--- src/include/i2s_config.svh ---
`ifndef I2S_CONFIG_SVH
`define I2S_CONFIG_SVH

// ----------------------------------------------------------------------
// sample and frame sizes
// ----------------------------------------------------------------------
// bits per channel
`define I2S_SAMPLE_W 24
// left plus right
`define I2S_FRAME_BITS 48
// stereo frames held in the FIFO
`define I2S_FIFO_DEPTH 4

// ----------------------------------------------------------------------
// system clocks per sck period, one per rate
// ----------------------------------------------------------------------
`define I2S_DIV_48K 8
`define I2S_DIV_96K 4
`define I2S_DIV_192K 2
// wide enough for the largest divider
`define I2S_SCK_DIV_W 4

`endif
--- src/verilog/i2s_pkg.sv ---
`include "i2s_config.svh"

package i2s_pkg;

   // ----------------------------------------------------------------------
   // audio payload
   // ----------------------------------------------------------------------
   // one channel sample
   typedef logic [`I2S_SAMPLE_W-1:0] sample_t;

   // left sits in the upper half, so it goes out first
   typedef struct packed {
      sample_t left;
      sample_t right;
   } frame_t;

   // ----------------------------------------------------------------------
   // configuration and control
   // ----------------------------------------------------------------------
   // code 3 is not a rate
   typedef enum logic [1:0] {
      rate_48k  = 2'd0,
      rate_96k  = 2'd1,
      rate_192k = 2'd2
   } rate_t;

   // system clocks per bit clock period
   typedef logic [`I2S_SCK_DIV_W-1:0] sck_div_t;

   typedef enum logic [2:0] {
      st_stop,
      st_fill,
      st_req,
      st_load,
      st_play
   } ctrl_state_t;

   // load marks a frame start and also the stop boundary
   typedef struct packed {
      logic load;
      logic shift;
   } bit_strobes_t;

endpackage

--- src/verilog/i2s_unit.sv ---
`timescale 1ns/1ps

module i2s_unit (
   input  logic              clk,
   input  logic              rst_n,
   input  logic              play_in,
   input  logic              tick_in,
   input  i2s_pkg::sample_t  audio_in_0,
   input  i2s_pkg::sample_t  audio_in_1,
   input  logic              cfg_in,
   input  i2s_pkg::rate_t    cfg_reg_in,
   output logic              req_out,
   output logic              sck_out,
   output logic              ws_out,
   output logic              sdo_out
);

   i2s_pkg::ctrl_state_t  state;
   i2s_pkg::sck_div_t     sck_div;
   i2s_pkg::bit_strobes_t strobes;
   i2s_pkg::frame_t       wr_frame;
   i2s_pkg::frame_t       rd_frame;
   logic                  full;
   logic                  empty;
   logic                  clear;

   // left channel in the upper half
   assign wr_frame.left  = audio_in_0;
   assign wr_frame.right = audio_in_1;

   // stopped unit drops queued frames and output data
   assign clear = (state == i2s_pkg::st_stop);

   // ----------------------------------------------------------------------
   // input side
   // ----------------------------------------------------------------------
   i2s_sample_fifo u_fifo (
      .clk      (clk),
      .rst_n    (rst_n),
      .clear    (clear),
      .wr_en    (tick_in),
      .wr_frame (wr_frame),
      .rd_en    (strobes.load),
      .rd_frame (rd_frame),
      .full     (full),
      .empty    (empty)
   );

   // ----------------------------------------------------------------------
   // control and timing
   // ----------------------------------------------------------------------
   i2s_control_fsm u_fsm (
      .clk        (clk),
      .rst_n      (rst_n),
      .play_in    (play_in),
      .tick_in    (tick_in),
      .cfg_in     (cfg_in),
      .cfg_reg_in (cfg_reg_in),
      .full       (full),
      .strobes    (strobes),
      .state      (state),
      .sck_div    (sck_div),
      .req_out    (req_out)
   );

   i2s_clock_gen u_clk_gen (
      .clk     (clk),
      .rst_n   (rst_n),
      .state   (state),
      .sck_div (sck_div),
      .sck_out (sck_out),
      .ws_out  (ws_out),
      .strobes (strobes)
   );

   // output side
   i2s_serializer u_ser (
      .clk      (clk),
      .rst_n    (rst_n),
      .clear    (clear),
      .strobes  (strobes),
      .empty    (empty),
      .rd_frame (rd_frame),
      .sdo_out  (sdo_out)
   );

endmodule

--- src/verilog/i2s_serializer.sv ---
`timescale 1ns/1ps

`include "i2s_config.svh"

module i2s_serializer (
   input  logic                  clk,
   input  logic                  rst_n,
   input  logic                  clear,
   input  i2s_pkg::bit_strobes_t strobes,
   input  logic                  empty,
   input  i2s_pkg::frame_t       rd_frame,
   output logic                  sdo_out
);

   // output shift register, MSB goes out first
   logic [`I2S_FRAME_BITS-1:0] srg_r;

   // ----------------------------------------------------------------------
   // load, shift, clear
   // ----------------------------------------------------------------------
   always_ff @(posedge clk or negedge rst_n)
   begin
      if (!rst_n)
         srg_r <= '0;
      else if (clear)
         srg_r <= '0;
      else if (strobes.load)
      begin
         // nothing queued, the frame goes out as zeros
         if (!empty)
            srg_r <= rd_frame;
         else
            srg_r <= {srg_r[`I2S_FRAME_BITS-2:0], 1'b0};
      end
      else if (strobes.shift)
         // zero fill behind the data
         srg_r <= {srg_r[`I2S_FRAME_BITS-2:0], 1'b0};
   end

   assign sdo_out = srg_r[`I2S_FRAME_BITS-1];

endmodule

--- src/verilog/i2s_clock_gen.sv ---
`timescale 1ns/1ps

`include "i2s_config.svh"

module i2s_clock_gen (
   input  logic                  clk,
   input  logic                  rst_n,
   input  i2s_pkg::ctrl_state_t  state,
   input  i2s_pkg::sck_div_t     sck_div,
   output logic                  sck_out,
   output logic                  ws_out,
   output i2s_pkg::bit_strobes_t strobes
);

   localparam int fbit_w = $clog2(`I2S_FRAME_BITS);
   // last bit of the left and of the right channel
   localparam logic [fbit_w-1:0] left_last  = fbit_w'(`I2S_SAMPLE_W - 1);
   localparam logic [fbit_w-1:0] right_last = fbit_w'(`I2S_FRAME_BITS - 1);

   // system clocks within one bit period
   i2s_pkg::sck_div_t sck_ctr_r;
   // bit position within the frame
   logic [fbit_w-1:0] fbit_r;
   logic              sck_r;
   logic              ws_r;

   logic              playing;
   i2s_pkg::sck_div_t half_div;
   i2s_pkg::sck_div_t last_cnt;
   logic              at_wrap;
   logic              at_mid;

   assign playing  = (state == i2s_pkg::st_play);
   assign half_div = sck_div >> 1;
   assign last_cnt = sck_div - 1'b1;
   assign at_wrap  = playing && (sck_ctr_r == last_cnt);
   // falling sck edge, data and ws move here
   assign at_mid   = playing && (sck_ctr_r == half_div);

   // ----------------------------------------------------------------------
   // counters and waveforms
   // ----------------------------------------------------------------------
   always_ff @(posedge clk or negedge rst_n)
   begin
      if (!rst_n)
      begin
         sck_ctr_r <= '0;
         fbit_r    <= '0;
         sck_r     <= 1'b0;
         ws_r      <= 1'b0;
      end
      else if (!playing)
      begin
         sck_ctr_r <= '0;
         fbit_r    <= '0;
         sck_r     <= 1'b0;
         ws_r      <= 1'b0;
      end
      else
      begin
         sck_ctr_r <= at_wrap ? '0 : sck_ctr_r + 1'b1;
         if (at_wrap)
            fbit_r <= (fbit_r == right_last) ? '0 : fbit_r + 1'b1;
         // high during the first half of the bit
         sck_r <= (sck_ctr_r < half_div);
         // one bit ahead of each channel MSB
         if (at_mid && ((fbit_r == left_last) || (fbit_r == right_last)))
            ws_r <= ~ws_r;
      end
   end

   // frame start loads, every other bit shifts
   assign strobes.load  = at_mid && (fbit_r == '0);
   assign strobes.shift = at_mid && (fbit_r != '0);

   assign sck_out = sck_r;
   assign ws_out  = ws_r;

endmodule

--- src/verilog/i2s_control_fsm.sv ---
`timescale 1ns/1ps

`include "i2s_config.svh"

module i2s_control_fsm (
   input  logic                  clk,
   input  logic                  rst_n,
   input  logic                  play_in,
   input  logic                  tick_in,
   input  logic                  cfg_in,
   input  i2s_pkg::rate_t        cfg_reg_in,
   input  logic                  full,
   input  i2s_pkg::bit_strobes_t strobes,
   output i2s_pkg::ctrl_state_t  state,
   output i2s_pkg::sck_div_t     sck_div,
   output logic                  req_out
);

   i2s_pkg::ctrl_state_t state_r;
   i2s_pkg::ctrl_state_t state_nxt;
   i2s_pkg::rate_t       rate_r;

   // ----------------------------------------------------------------------
   // playback sequencing
   // ----------------------------------------------------------------------
   always_comb
   begin
      state_nxt = state_r;
      case (state_r)
         i2s_pkg::st_stop:
            if (play_in)
               state_nxt = i2s_pkg::st_fill;
         i2s_pkg::st_fill:
            // keep requesting until the FIFO is full
            if (!play_in)
               state_nxt = i2s_pkg::st_stop;
            else if (full)
               state_nxt = i2s_pkg::st_play;
            else
               state_nxt = i2s_pkg::st_req;
         i2s_pkg::st_req:
            if (!play_in)
               state_nxt = i2s_pkg::st_stop;
            else
               state_nxt = i2s_pkg::st_load;
         i2s_pkg::st_load:
            // wait for the source to answer
            if (!play_in)
               state_nxt = i2s_pkg::st_stop;
            else if (tick_in)
               state_nxt = i2s_pkg::st_fill;
         i2s_pkg::st_play:
            // only leave at a frame boundary
            if (strobes.load && !play_in)
               state_nxt = i2s_pkg::st_stop;
         default:
            state_nxt = i2s_pkg::st_stop;
      endcase
   end

   always_ff @(posedge clk or negedge rst_n)
   begin
      if (!rst_n)
         state_r <= i2s_pkg::st_stop;
      else
         state_r <= state_nxt;
   end

   // ----------------------------------------------------------------------
   // rate register
   // ----------------------------------------------------------------------
   always_ff @(posedge clk or negedge rst_n)
   begin
      if (!rst_n)
         rate_r <= i2s_pkg::rate_48k;
      else if (cfg_in && !play_in && (state_r == i2s_pkg::st_stop))
      begin
         case (cfg_reg_in)
            i2s_pkg::rate_48k,
            i2s_pkg::rate_96k,
            i2s_pkg::rate_192k:
               rate_r <= cfg_reg_in;
            // invalid code, keep the old rate
            default:
               rate_r <= rate_r;
         endcase
      end
   end

   // rate to bit clock divider
   always_comb
   begin
      case (rate_r)
         i2s_pkg::rate_96k:  sck_div = i2s_pkg::sck_div_t'(`I2S_DIV_96K);
         i2s_pkg::rate_192k: sck_div = i2s_pkg::sck_div_t'(`I2S_DIV_192K);
         default:            sck_div = i2s_pkg::sck_div_t'(`I2S_DIV_48K);
      endcase
   end

   // one request per fill step, one per frame while playing
   assign req_out = (state_r == i2s_pkg::st_req) ||
                    ((state_r == i2s_pkg::st_play) && play_in && strobes.load);

   assign state = state_r;

endmodule

--- src/verilog/i2s_sample_fifo.sv ---
`timescale 1ns/1ps

`include "i2s_config.svh"

module i2s_sample_fifo (
   input  logic            clk,
   input  logic            rst_n,
   input  logic            clear,
   input  logic            wr_en,
   input  i2s_pkg::frame_t wr_frame,
   input  logic            rd_en,
   output i2s_pkg::frame_t rd_frame,
   output logic            full,
   output logic            empty
);

   localparam int ptr_w = $clog2(`I2S_FIFO_DEPTH);
   localparam logic [ptr_w-1:0] last_idx = ptr_w'(`I2S_FIFO_DEPTH - 1);

   // frame storage
   i2s_pkg::frame_t mem [`I2S_FIFO_DEPTH];

   // head is the write side, tail the read side
   logic [ptr_w-1:0] head_r;
   logic [ptr_w-1:0] tail_r;
   // head is one lap ahead of tail
   logic             looped_r;

   logic do_wr;
   logic do_rd;
   logic head_wrap;
   logic tail_wrap;

   // ----------------------------------------------------------------------
   // status
   // ----------------------------------------------------------------------
   assign full  = (head_r == tail_r) && looped_r;
   assign empty = (head_r == tail_r) && !looped_r;

   // writes when full and reads when empty are lost
   assign do_wr = wr_en && !full;
   assign do_rd = rd_en && !empty;

   assign head_wrap = do_wr && (head_r == last_idx);
   assign tail_wrap = do_rd && (tail_r == last_idx);

   // head of the queue, valid only when not empty
   assign rd_frame = mem[tail_r];

   // ----------------------------------------------------------------------
   // pointers
   // ----------------------------------------------------------------------
   always_ff @(posedge clk or negedge rst_n)
   begin
      if (!rst_n)
      begin
         head_r   <= '0;
         tail_r   <= '0;
         looped_r <= 1'b0;
      end
      else if (clear)
      begin
         head_r   <= '0;
         tail_r   <= '0;
         looped_r <= 1'b0;
      end
      else
      begin
         if (do_wr)
            head_r <= head_wrap ? '0 : head_r + 1'b1;
         if (do_rd)
            tail_r <= tail_wrap ? '0 : tail_r + 1'b1;
         // both wrapping in one cycle leaves the lap count alone
         looped_r <= looped_r ^ head_wrap ^ tail_wrap;
      end
   end

   // storage write
   always_ff @(posedge clk)
   begin
      if (do_wr && !clear)
         mem[head_r] <= wr_frame;
   end

endmodule

--- config.mk ---
export PLATFORM = sky130hd
export DESIGN_NAME = i2s_unit
export DESIGN_NICKNAME = d
export VERILOG_FILES = /design/src/verilog/i2s_pkg.sv /design/src/verilog/i2s_unit.sv /design/src/verilog/i2s_serializer.sv /design/src/verilog/i2s_clock_gen.sv /design/src/verilog/i2s_control_fsm.sv /design/src/verilog/i2s_sample_fifo.sv
export VERILOG_INCLUDE_DIRS = /design/src /design/src/include
export SDC_FILE = /design/constraint.sdc
export NUM_CORES = 1
export LEC_CHECK = 0
export BUFFER_PORTS_ARGS = -buffer_cell sky130_fd_sc_hd__clkbuf_2
export CORE_ASPECT_RATIO = 1.1
export CORE_MARGIN = 3
export CORE_UTILIZATION = 60
export CTS_BUF_LIST = sky130_fd_sc_hd__clkbuf_4
export CTS_CLUSTER_SIZE = 10
export DETAILED_ROUTE_END_ITERATION = 6
export PLACE_DENSITY = 0.76
export SLEW_MARGIN = 20
export SYNTH_ARGS = -nofsm -noshare
export SYNTH_HDL_FRONTEND = slang
export SYNTH_SLANG_ARGS = --single-unit
--- constraint.sdc ---
create_clock -name clk -period 4.1 [get_ports clk]
set_input_delay 0.205 -clock clk [delete_from_list [all_inputs] [get_ports clk]]
set_output_delay 0.205 -clock clk [all_outputs]
set_load 0.02 [all_outputs]
Word level (Yosys, flattened, before mapping)
Memory sizes are Yosys's and may differ from the RTL's.
Index checks and enable logic that the tools add are counted.
W data, S select, Z words.
- word-level logic and storage cells: 104
- ROM bits: 0
- bits in writable memories: 192
- bits in latches: 0
- bits in registers: 70
- memories: 1
- memory list (name ; depth ; bits a word ; read ports ; clocked after memory_dff ; wr ports ; line ; RTL):
    u_fifo.mem ; 4 ; 48 ; 1 ; 0 ; 1 ; i2s_sample_fifo.sv:21 ; i2s_pkg::frame_t mem [`I2S_FIFO_DEPTH];
- add/sub/neg operators: 5
- bitwise operators: 3
- reductions and logical operators: 34
- divide/modulo/power cells: 0
- shift operators: 0
- muxes and demuxes: 30
- multipliers: 0
- order comparisons: 1
- equality and inequality tests: 20
- operators with widths (cell ; number):
    $mux W48 ; 4
    $mux W3 ; 6
    $mux W6 ; 3
    $logic_and A1 B1 Y1 ; 17
    $pmux W3 S5 ; 1
    $mux W2 ; 7
    $eq A2 B2 Y1 const B ; 4
    $mux W4 ; 2
    $ne A2 B2 Y1 const B ; 4
    $pmux W4 S2 ; 1
    $add A6 B1 Y6 const B ; 1
    $eq A3 B2 Y1 const B ; 2
    $eq A6 B5 Y1 const B ; 1
    $eq A6 B6 Y1 const B ; 1
    $logic_not A6 Y1 ; 1
    $mux W1 ; 6
    $reduce_bool A6 Y1 ; 1
    $logic_not A1 Y1 ; 5
    $add A2 B1 Y2 const B ; 2
    $add A4 B1 Y4 const B ; 1
    $eq A2 B1 Y1 const B ; 2
    $eq A4 B3 Y1 ; 1
    $eq A4 B4 Y1 ; 1
    $lt A4 B3 Y1 ; 1
    15 further kinds ; 18

Longest topological paths before layout
Gate-level depths: netlist of the first run.
- word-level depth: 10
- depth in mapped cells: 10

Cells and area by module
Synthesis of the first run repeated with hierarchy kept, for this count alone.
- cells, all modules: 636
- area total of the unflattened synthesis: 10746.6 µm²
- by module, submodules not included (module ; area each (µm²) ; cells each ; times used):
    i2s_sample_fifo ; 7350.8 ; 302 ; 1
    i2s_serializer ; 2228.4 ; 211 ; 1
    i2s_clock_gen ; 849.6 ; 89 ; 1
    i2s_control_fsm ; 307.8 ; 33 ; 1
    i2s_unit ; 10.0 ; 1 ; 1

Least setup slack after synthesis of the first run
No wires, ideal clock.
- path kind: reg2reg
- start: register u_fifo.tail_r[0]
- end: memory u_fifo.mem[3][0] in the netlist's numbering (enable)
- cell stages (with the launch flop): 5
- buffers on the path: 1
- required time: 3646 ps
- setup time: 454 ps
- path slack: 683 ps
- arrival: 2963 ps
- cells stage by stage: dfrtp_1 > buf_2 > xor2_1 > o311ai_0 > nor2_1
- word-level cells in the longest chain between the ends: 7
- RTL lines (item ; line ; RTL):
    from (decl) ; i2s_sample_fifo.sv:25 ; logic [ptr_w-1:0] tail_r;
    from (signal assigned) ; i2s_sample_fifo.sv:72 ; tail_r <= tail_wrap ? '0 : tail_r + 1'b1;
    $eq A2 B2 Y1 ; i2s_sample_fifo.sv:37 ; assign full = (head_r == tail_r) && looped_r;
    $logic_and A1 B1 Y1 ; i2s_sample_fifo.sv:37 ;
    $logic_not A1 Y1 ; i2s_sample_fifo.sv:41 ; assign do_wr = wr_en && !full;
    $logic_and A1 B1 Y1 ; i2s_sample_fifo.sv:41 ;
    $logic_and A1 B1 Y1 ; i2s_sample_fifo.sv:81 ; if (do_wr && !clear)
    $mux W1 ; i2s_sample_fifo.sv:81 ;
    $mux W1 (not written as such) ; i2s_sample_fifo.sv:82 ; mem[head_r] <= wr_frame;
    to (decl) ; i2s_sample_fifo.sv:21 ;
No other way between the ends.

Worst setup path after layout of the first run
- start: register u_fsm.rate_r[0]
- end: output req_out
- word-level cells in the longest chain between the ends: 7
- elaborated cells between the ends (all ways): 8
- those cells by class: eq/ne (3); mux (1); reduce/logical (4)
- RTL lines (item ; line ; RTL):
    from (decl) ; i2s_control_fsm.sv:21 ; i2s_pkg::rate_t rate_r;
    from (signal assigned) ; i2s_control_fsm.sv:75 ; rate_r <= i2s_pkg::rate_48k;
    from (signal assigned) ; i2s_control_fsm.sv:82 ; rate_r <= cfg_reg_in;
    from (signal assigned) ; i2s_control_fsm.sv:85 ; rate_r <= rate_r;
    $eq A2 B2 Y1 or $eq A2 B1 Y1 (tied branches) ; i2s_control_fsm.sv:93 ; case (rate_r)
    $pmux W4 S2 (*) ; i2s_control_fsm.sv:93 ;
    $eq A4 B3 Y1 (*) ; i2s_clock_gen.sv:38 ; assign at_mid = playing && (sck_ctr_r == half_div);
    $logic_and A1 B1 Y1 (*) ; i2s_clock_gen.sv:38 ;
    $logic_and A1 B1 Y1 (*) ; i2s_clock_gen.sv:73 ; assign strobes.load = at_mid && (fbit_r == '0);
    $logic_and A1 B1 Y1 (*) ; i2s_control_fsm.sv:102 ; ((state_r == i2s_pkg::st_play) && play_in && strobes.load);
    $logic_or A1 B1 Y1 (*) ; i2s_control_fsm.sv:101 ; assign req_out = (state_r == i2s_pkg::st_req) ||
    to (decl) ; i2s_unit.sv:12 ; output logic req_out,
Mark *: on every way between the ends. The rest lies on a longest branch, timed or not.

==> metrics.txt, run 1 <==
critical path startpoint category=register; largest family of logic cells by synthesized area=multiplexers; Worst EP arrival=2.72 ns; XOR/XNOR Fraction of Synth Area=0.8479%; CTS tree=built; Worst Hold Class=in2async; skew final=0.03365 ns; yosys warns=0; CP Max Fanout=5; ratio of cells with drive above 1 in the final layout=29.24%; Post-Synth Adder-Cell Area=1.575%; cell family with most CP delay=simple AND/OR/NAND/NOR gates; vias in the first global route=6278; global route overflow=0; placed inst area=10870 sq um; H-tree lvl count=2; Leak=4.541 nW; first-pass GRT wire length=31620 um; crit-path cells=inv_1 -> ha_1 -> inv_1 -> ha_1 -> and4b_1 -> nand2_1 -> nor2_1 -> nand2_1 -> o31ai_1 -> clkbuf_2; unrepaired setup endpoints after global routing=false; Initial Util=62.17%; max cap viols=0; M3 GR Usage=4.237%; CP Class=reg2out; Fin Setup TNS=0 ns; # IOs=59; number of buffers created by CTS=59; Compound-Gate Fraction of Synth Area=5.644%; simple-gate share of the synthesized area=6.262%; die area=18830 sq um; Seq/Total Area, Yosys=72.77%; met1 Use GR=26.62%; Chip Height=143.6 um; initial antenna violation count=1; WL final=19360 um; Final nets=784; Mapped Avg Cell Area=18.41 sq um; CP required=3.89 ns; clock buffer depth=3; post-synthesis mux area share=11.05%; drt drc=0; WL per Instance=19.43 um; Cells after Synth=561; cell row count=49; core footprint=16610 sq um; Pwr Density=442.2 nW/um^2; status=complete, no violations; DR pass1 iterations=5; final setup violation count=0; peak supply drop=0.0003710 V; GRT busiest layer=met2; clock sinks=262; met2 track demand over resource=37.53%; slowest CP cell=dfrtp_1; Final min period=2.921 ns; drt via density=5.750; Synth cell types=39; Clock Latency Late Sink=0.66 ns; Final Power=5.410 mW; fin area=12230 sq um; slew of the pin with the lowest slew margin=0.9084 ns; Total GRT Usage=21.38%; Die Wd=131.1 um; vias=5727; final cycle utilization of the critical path=71.24%; ANT nets after route=0; WP buf/inv=3; CP endpoint kind=output pin; synthesized area=10330 sq um; Hold Vio Cnt, Final=0; dpl hpwl=10690 um; area grow syn2layout=18.43%; worst hold margin=0.1983 ns; 1st-iter DRT viols=328; routability cong.=0.8176; largest net degree at the start of global routing=71; clock slew at reported path FFs=0.07 ns; IO Port Bufs=58; Fmax=0.3424 GHz; CP max stage delay=0.37 ns; fin. max-slew vios=0; Seq cells post-synth=262; Mapped Nets=629; clk root buf=clkbuf_4; Worst slew margin=39.30%
state kept, by name, indices dropped and copies added (netlist names):
register and count:
u_clk_gen.sck_ctr_r 4, u_fsm.rate_r 2, u_clk_gen.sck_out 1, u_clk_gen.fbit_r 6, u_fifo.mem 192, u_fsm.state 3
u_fifo.head_r 2, u_clk_gen.ws_out 1, u_fifo.looped_r 1, u_fifo.tail_r 2, u_ser.srg_r 48
final cells by class:
| cell class | count | area [sq um] |
|---|---|---|
| Antenna cell | 1 | 2.502 |
| Fill cell | 1015 | 4380 |
| Tap cell | 229 | 286.5 |
| Multi-Input combinational cell | 255 | 2651 |
| Clock buffer | 93 | 698.2 |
| Sequential cell | 262 | 7522 |
| Clock inverter | 18 | 73.82 |
| Timing Repair Buffer | 124 | 947.2 |
| Inverter | 14 | 52.55 |
stage by stage:
step | instances | setup WS [ns] | utilization (%)
finish | 996 | 1.179 | 73.64
global route | 996 | 0.9979 | 73.64
CTS | 994 | 1.116 | 73.48
detailed placement | 826 | 1.333 | 65.40
global placement | 826 | 1.406 | 65.40
floorplan | 561 | 0.6833 | -
per-layer routing:
layer	vias up	routed length (um)
li1	2587	-
met1	2927	7738
met2	176	10230
met3	37	971
met4	0	420
met5	-	0
final timing paths:
| check | from | slack, ns | cells after the start | to |
|---|---|---|---|---|
| max in group asynchronous | rst_n | 3.24 | 2 | u_fifo.tail_r[0] |
| min reg2reg | u_ser.srg_r[14] | 0.50 | 1 | u_ser.srg_r[15] |
| min in group clk | audio_in_1[0] | 0.29 | 2 | u_fifo.mem[1][0] |
| min | rst_n | 0.20 | 2 | u_clk_gen.fbit_r[2] |
| max | u_fsm.rate_r[0] | 1.18 | 10 | req_out |
| max reg2reg | u_fsm.rate_r[0] | 1.34 | 9 | u_fifo.tail_r[0] |
layout by cell type, fill, tap and decap left out, types with 5 or more instances in the layout:
| cell | instances |
|---|---|
| inv_1 | 14 |
| edfxtp_1 | 192 |
| o21ai_0 | 6 |
| nor2_1 | 26 |
| ha_1 | 13 |
| clkbuf_4 | 93 |
| clkinv_1 | 14 |
| dlygate4sd3_1 | 57 |
| xor2_1 | 6 |
| a221o_1 | 47 |
| or3_1 | 5 |
| clkbuf_2 | 57 |
| mux2i_1 | 6 |
| nand2_1 | 7 |
| buf_4 | 8 |
| mux4_2 | 48 |
| dfrtp_1 | 68 |
| nand3_1 | 5 |
| nor2b_1 | 50 |
cells in the mapped netlist:
| master | n | area, sq um |
|---|---|---|
| a21oi_1 | 5 | 25.02 |
| a221o_1 | 47 | 470.5 |
| a311oi_1 | 1 | 8.760 |
| a31oi_1 | 1 | 6.260 |
| and2_1 | 2 | 12.51 |
| and3_1 | 3 | 18.77 |
| and4b_1 | 1 | 10.01 |
| buf_1 | 1 | 3.750 |
| buf_2 | 15 | 75.07 |
| buf_6 | 1 | 11.26 |
| clkbuf_1 | 13 | 48.80 |
| dfrtp_1 | 70 | 1752 |
| edfxtp_1 | 192 | 5766 |
| ha_1 | 13 | 162.7 |
| inv_1 | 14 | 52.55 |
| mux2i_1 | 6 | 60.06 |
| mux4_2 | 48 | 1081 |
| nand2_1 | 7 | 26.28 |
| nand2b_1 | 2 | 12.51 |
| nand3_1 | 5 | 25.02 |
| nand3b_1 | 1 | 7.510 |
| nand4_1 | 1 | 6.260 |
| nor2_1 | 28 | 105.1 |
| nor2b_1 | 50 | 312.8 |
| nor3_1 | 1 | 5.000 |
| nor3_2 | 1 | 10.01 |
| nor3b_1 | 1 | 7.510 |
| nor3b_4 | 1 | 18.77 |
| nor4b_1 | 2 | 17.52 |
| o2111ai_1 | 1 | 8.760 |
| o21ai_0 | 6 | 30.03 |
| o311ai_0 | 2 | 17.52 |
| o31ai_1 | 1 | 7.510 |
| o41ai_1 | 1 | 8.760 |
| or3_1 | 5 | 31.28 |
| or3_4 | 1 | 11.26 |
| or3b_2 | 1 | 8.760 |
| xnor2_1 | 4 | 35.03 |
| xor2_1 | 6 | 52.55 |
kinds of logic after synthesis:
group,Yosys count
muxes,54
buffers and inverters,44
DFF,262
and+or+nand+nor,113
xor gates and xnor gates,10
adders and majority gates,13
AOI/OAI and AO/OA,65
power by group:
part	internal, mW	switching, mW	total [mW]
sequential	2.98	0.0391	3.02
clock	1.03	0.973	2.01
combinational	0.163	0.222	0.385
what timing repair did:
| item | CTS | global route |
|---|---|---|
| gates resized for setup | 0 | 0 |
| buffers inserted | 0 | 0 |
| endpoints found under the hold margin | 267 | 0 |
| endpoints found under the setup margin | 0 | 0 |
| hold buffers | 57 | 0 |
Note: power is estimated with default switching activity, not from simulation.
==> inputs of run 2 (changes only) <==
Settings changed: ABC_AREA set to 1.
Clock period 4.1 ns to 3.1 ns, I/O delays scaled along.
==> run 2 against run 1 <==
Compared with the run above:
- routed wire length grew 18%
- highest routed layer unchanged
- final cell count grew 34%
- synthesized area grew 4.5%
- largest cell class unchanged
- global-route usage grew 2.2 points
- sequential cell count is the same
- register-to-register slack lost 0.87 ns
- via count grew 32%
- clock skew shrank 0.011 ns
==> metrics.txt, run 2 <==
drt via density=5.684 (-1.1%); yosys warns=0 (unchanged); H-tree lvl count=2 (unchanged); R2R cell count=8 (-1); Synth top cells by count=edfxtp_1, nand2_1, nand3_1, a21oi_1, dfrtp_1; CTS tree=built; status=complete, no violations; Final min period=2.798 ns; peak supply drop=0.0003904 V (+5.2%); cell family with most CP delay=simple AND/OR/NAND/NOR gates; cell row count=50 (+2.0%); IO Port Bufs=58 (unchanged); Yosys top cell by area=edfxtp_1; WL final=22810 um (+18%); top post-synthesis cells by area=edfxtp_1, dfrtp_1, nand3_1, nand2_1, a21oi_1; Top reg by flops=u_fifo.mem; ANT nets after route=0 (unchanged); Die Wd=133.9 um (+2.1%); biggest regs=u_fifo.mem: 192 flops, u_ser.srg_r: 48 flops, u_clk_gen.fbit_r: 6 flops; CP Max Fanout=15 (+10); Worst Setup Slack, final=0.3021 ns (-0.8772 ns); stages on the worst setup path=11 (+1); skew final=0.02304 ns (-0.01061 ns); area grow syn2layout=16.81%; DR pass1 iterations=5 (unchanged); share of the synthesized area in the top cell type=53.39% (-2.4 points); vias=7577 (+32%); # IOs=59 (unchanged); fin. max-slew vios=0 (unchanged); Worst Hold Class=in2async; max cap viols=0 (unchanged); most frequent cells in the layout=edfxtp_1, nand2_1, nand3_1; M3 GR Usage=4.863% (+0.63 points); drt drc=0 (unchanged); WL per Instance=17.11 um (-12%); clk root buf=clkbuf_4; Mapped Nets=978 (+55%); final setup violation count=0 (unchanged); CP max stage delay=0.35 ns (-0.02 ns); Fin Setup TNS=0 ns (unchanged); clock sinks=262 (unchanged); Pwr Density=644.7 nW/um^2 (+46%); critical path startpoint category=register; Worst EP arrival=2.64 ns (-0.08 ns); WP buf/inv=4 (+1); CP required=2.94 ns (-0.95 ns); Total GRT Usage=23.57% (+2.2 points); crit-path cells=inv_1 -> ha_1 -> inv_1 -> ha_1 -> nand2_1 -> nor2_1 -> nand2_4 -> nor2_8 -> inv_2 -> o21ai_0 -> clkbuf_2; CP Class=reg2out; Largest register FFs=192 (unchanged); 1st-iter DRT viols=719 (+120%); final cycle utilization of the critical path=90.25%; first-pass GRT wire length=37130 um (+17%); DP Worst Slack=0.7492 ns (-0.5836 ns); Critical Path Source=u_fsm.rate_r[0]; ratio of cells with drive above 1 in the final layout=17.30% (-12 points); Mapped Avg Cell Area=11.87 sq um (-36%); r2r startpoint=u_fsm.state[0]; EDFF count, synth=192 (unchanged); Final nets=1116 (+42%); slew of the pin with the lowest slew margin=1.071 ns (+0.1630 ns); largest net degree at the start of global routing=98 (+38%); clock slew at reported path FFs=0.07 ns (about the same); unrepaired setup endpoints after global routing=false; Leak=5.171 nW (+14%); Synth cell types=32 (-18%); synthesized area=10800 sq um (+4.5%); die area=19650 sq um (+4.3%); Worst slew margin=28.57% (-11 points); met1 Use GR=31.13% (+4.5 points); clock buffer depth=3 (unchanged); global route overflow=0 (unchanged); GRT busiest layer=met2; fill cell count=1184 (+17%); Cells after Synth=910 (+62%); Hold Vio Cnt, Final=0 (unchanged); Clock Latency Late Sink=0.67 ns (about the same); commonest non-fill, non-tap cell in the layout=edfxtp_1; Seq/Total Area, Yosys=69.61% (-3.2 points); vias in the first global route=7521 (+20%); CP endpoint kind=output pin; dpl hpwl=11950 um (+12%); met2 track demand over resource=38.98% (+1.5 points); number of buffers created by CTS=61 (+3.4%); most frequent cell after synthesis=edfxtp_1; Initial Util=62.32% (+0.14 points); initial antenna violation count=1 (unchanged); Fmax=0.3574 GHz; Post CTS Setup Buffer Count=0 (unchanged); routability cong.=0.7677 (-6.1%); core footprint=17330 sq um (+4.3%); placed cells=1162 (+41%); Seq cells post-synth=262 (unchanged); worst hold margin=0.1181 ns (-0.08023 ns); Top FF cell, synth=edfxtp_1; Post-Layout Cell Count=1333 (+34%); Async S/R FF share, synth=26.72% (unchanged); Chip Height=146.7 um (+2.2%); final core occ=72.79% (-0.84 points); slowest CP cell=dfrtp_1
run 2: metrics by stage:
step / power [mW] / instance area, sq um
after floorplan: 4.991 / 10800
after detailed placement: 5.344 / 11230
after global routing: 8.535 / 12610
final: 8.132 / 12610
after global placement: 5.323 / 11230
after CTS: 8.184 / 12610
run 2: cells by family (layout without fill, tap and decap cells):
family,count (synthesis),in the layout,share of synthesized area [%]
buffers and inverters,94,282,4.322
AOI/OAI and AO/OA,164,164,8.759
adders and majority gates,13,13,1.506
other,0,1,0
xor gates and xnor gates,5,5,0.4056
and+or+nand+nor,372,372,15.40
DFF,262,262,69.61
run 2: final cells by class:
cell class / count / area [sq um] / share of cell area [%]
diodes: 1 / 2.502 / 0.01984
clock inverters: 17 / 91.34 / 0.7241
inverters: 37 / 141.4 / 1.121
repair buffers: 132 / 1001 / 7.935
flip-flops and latches: 262 / 7520 / 59.61
well taps: 234 / 292.8 / 2.321
multi-input cells: 554 / 2845 / 22.56
clock buffers: 96 / 720.7 / 5.713
run 2: path summary, 6_finish.rpt:
| path | end | slack, ns |
|---|---|---|
| min in group clk | u_fifo.mem[0][32] | 0.23 |
| max | req_out | 0.30 |
| min reg2reg | u_clk_gen.sck_ctr_r[0] | 0.48 |
| max in group asynchronous | u_ser.srg_r[31] | 2.30 |
| min | u_clk_gen.sck_ctr_r[3] | 0.12 |
| max reg2reg | u_fsm.rate_r[0] | 0.47 |
run 2: where the power goes:
group / leakage, nW / switching (mW) / internal, mW
clock: 0.486 / 1.29 / 1.49
sequential: 2.71 / 0.0929 / 4.11
combinational: 1.98 / 0.819 / 0.329
run 2: layer usage:
metal | wire length (um) | vias to the layer above
met5 | 0 | -
met4 | 391 | 0
met3 | 1283 | 32
li1 | - | 3585
met1 | 9549 | 3685
met2 | 11590 | 275
run 2: what timing repair did:
item	in CTS	in global routing
setup endpoints to repair	0	0
resized for setup	0	0
endpoints found under the hold margin	234	0
hold buffers	57	0
run 2: worst reg2reg max path: cells and delay by family, from the launching register on:
kind | cells | cell delay (ns)
AOI/OAI and AO/OA | 1 | 0.04
buffers and inverters | 4 | 1.48
DFF | 1 | 0.45
and+or+nand+nor | 3 | 0.54
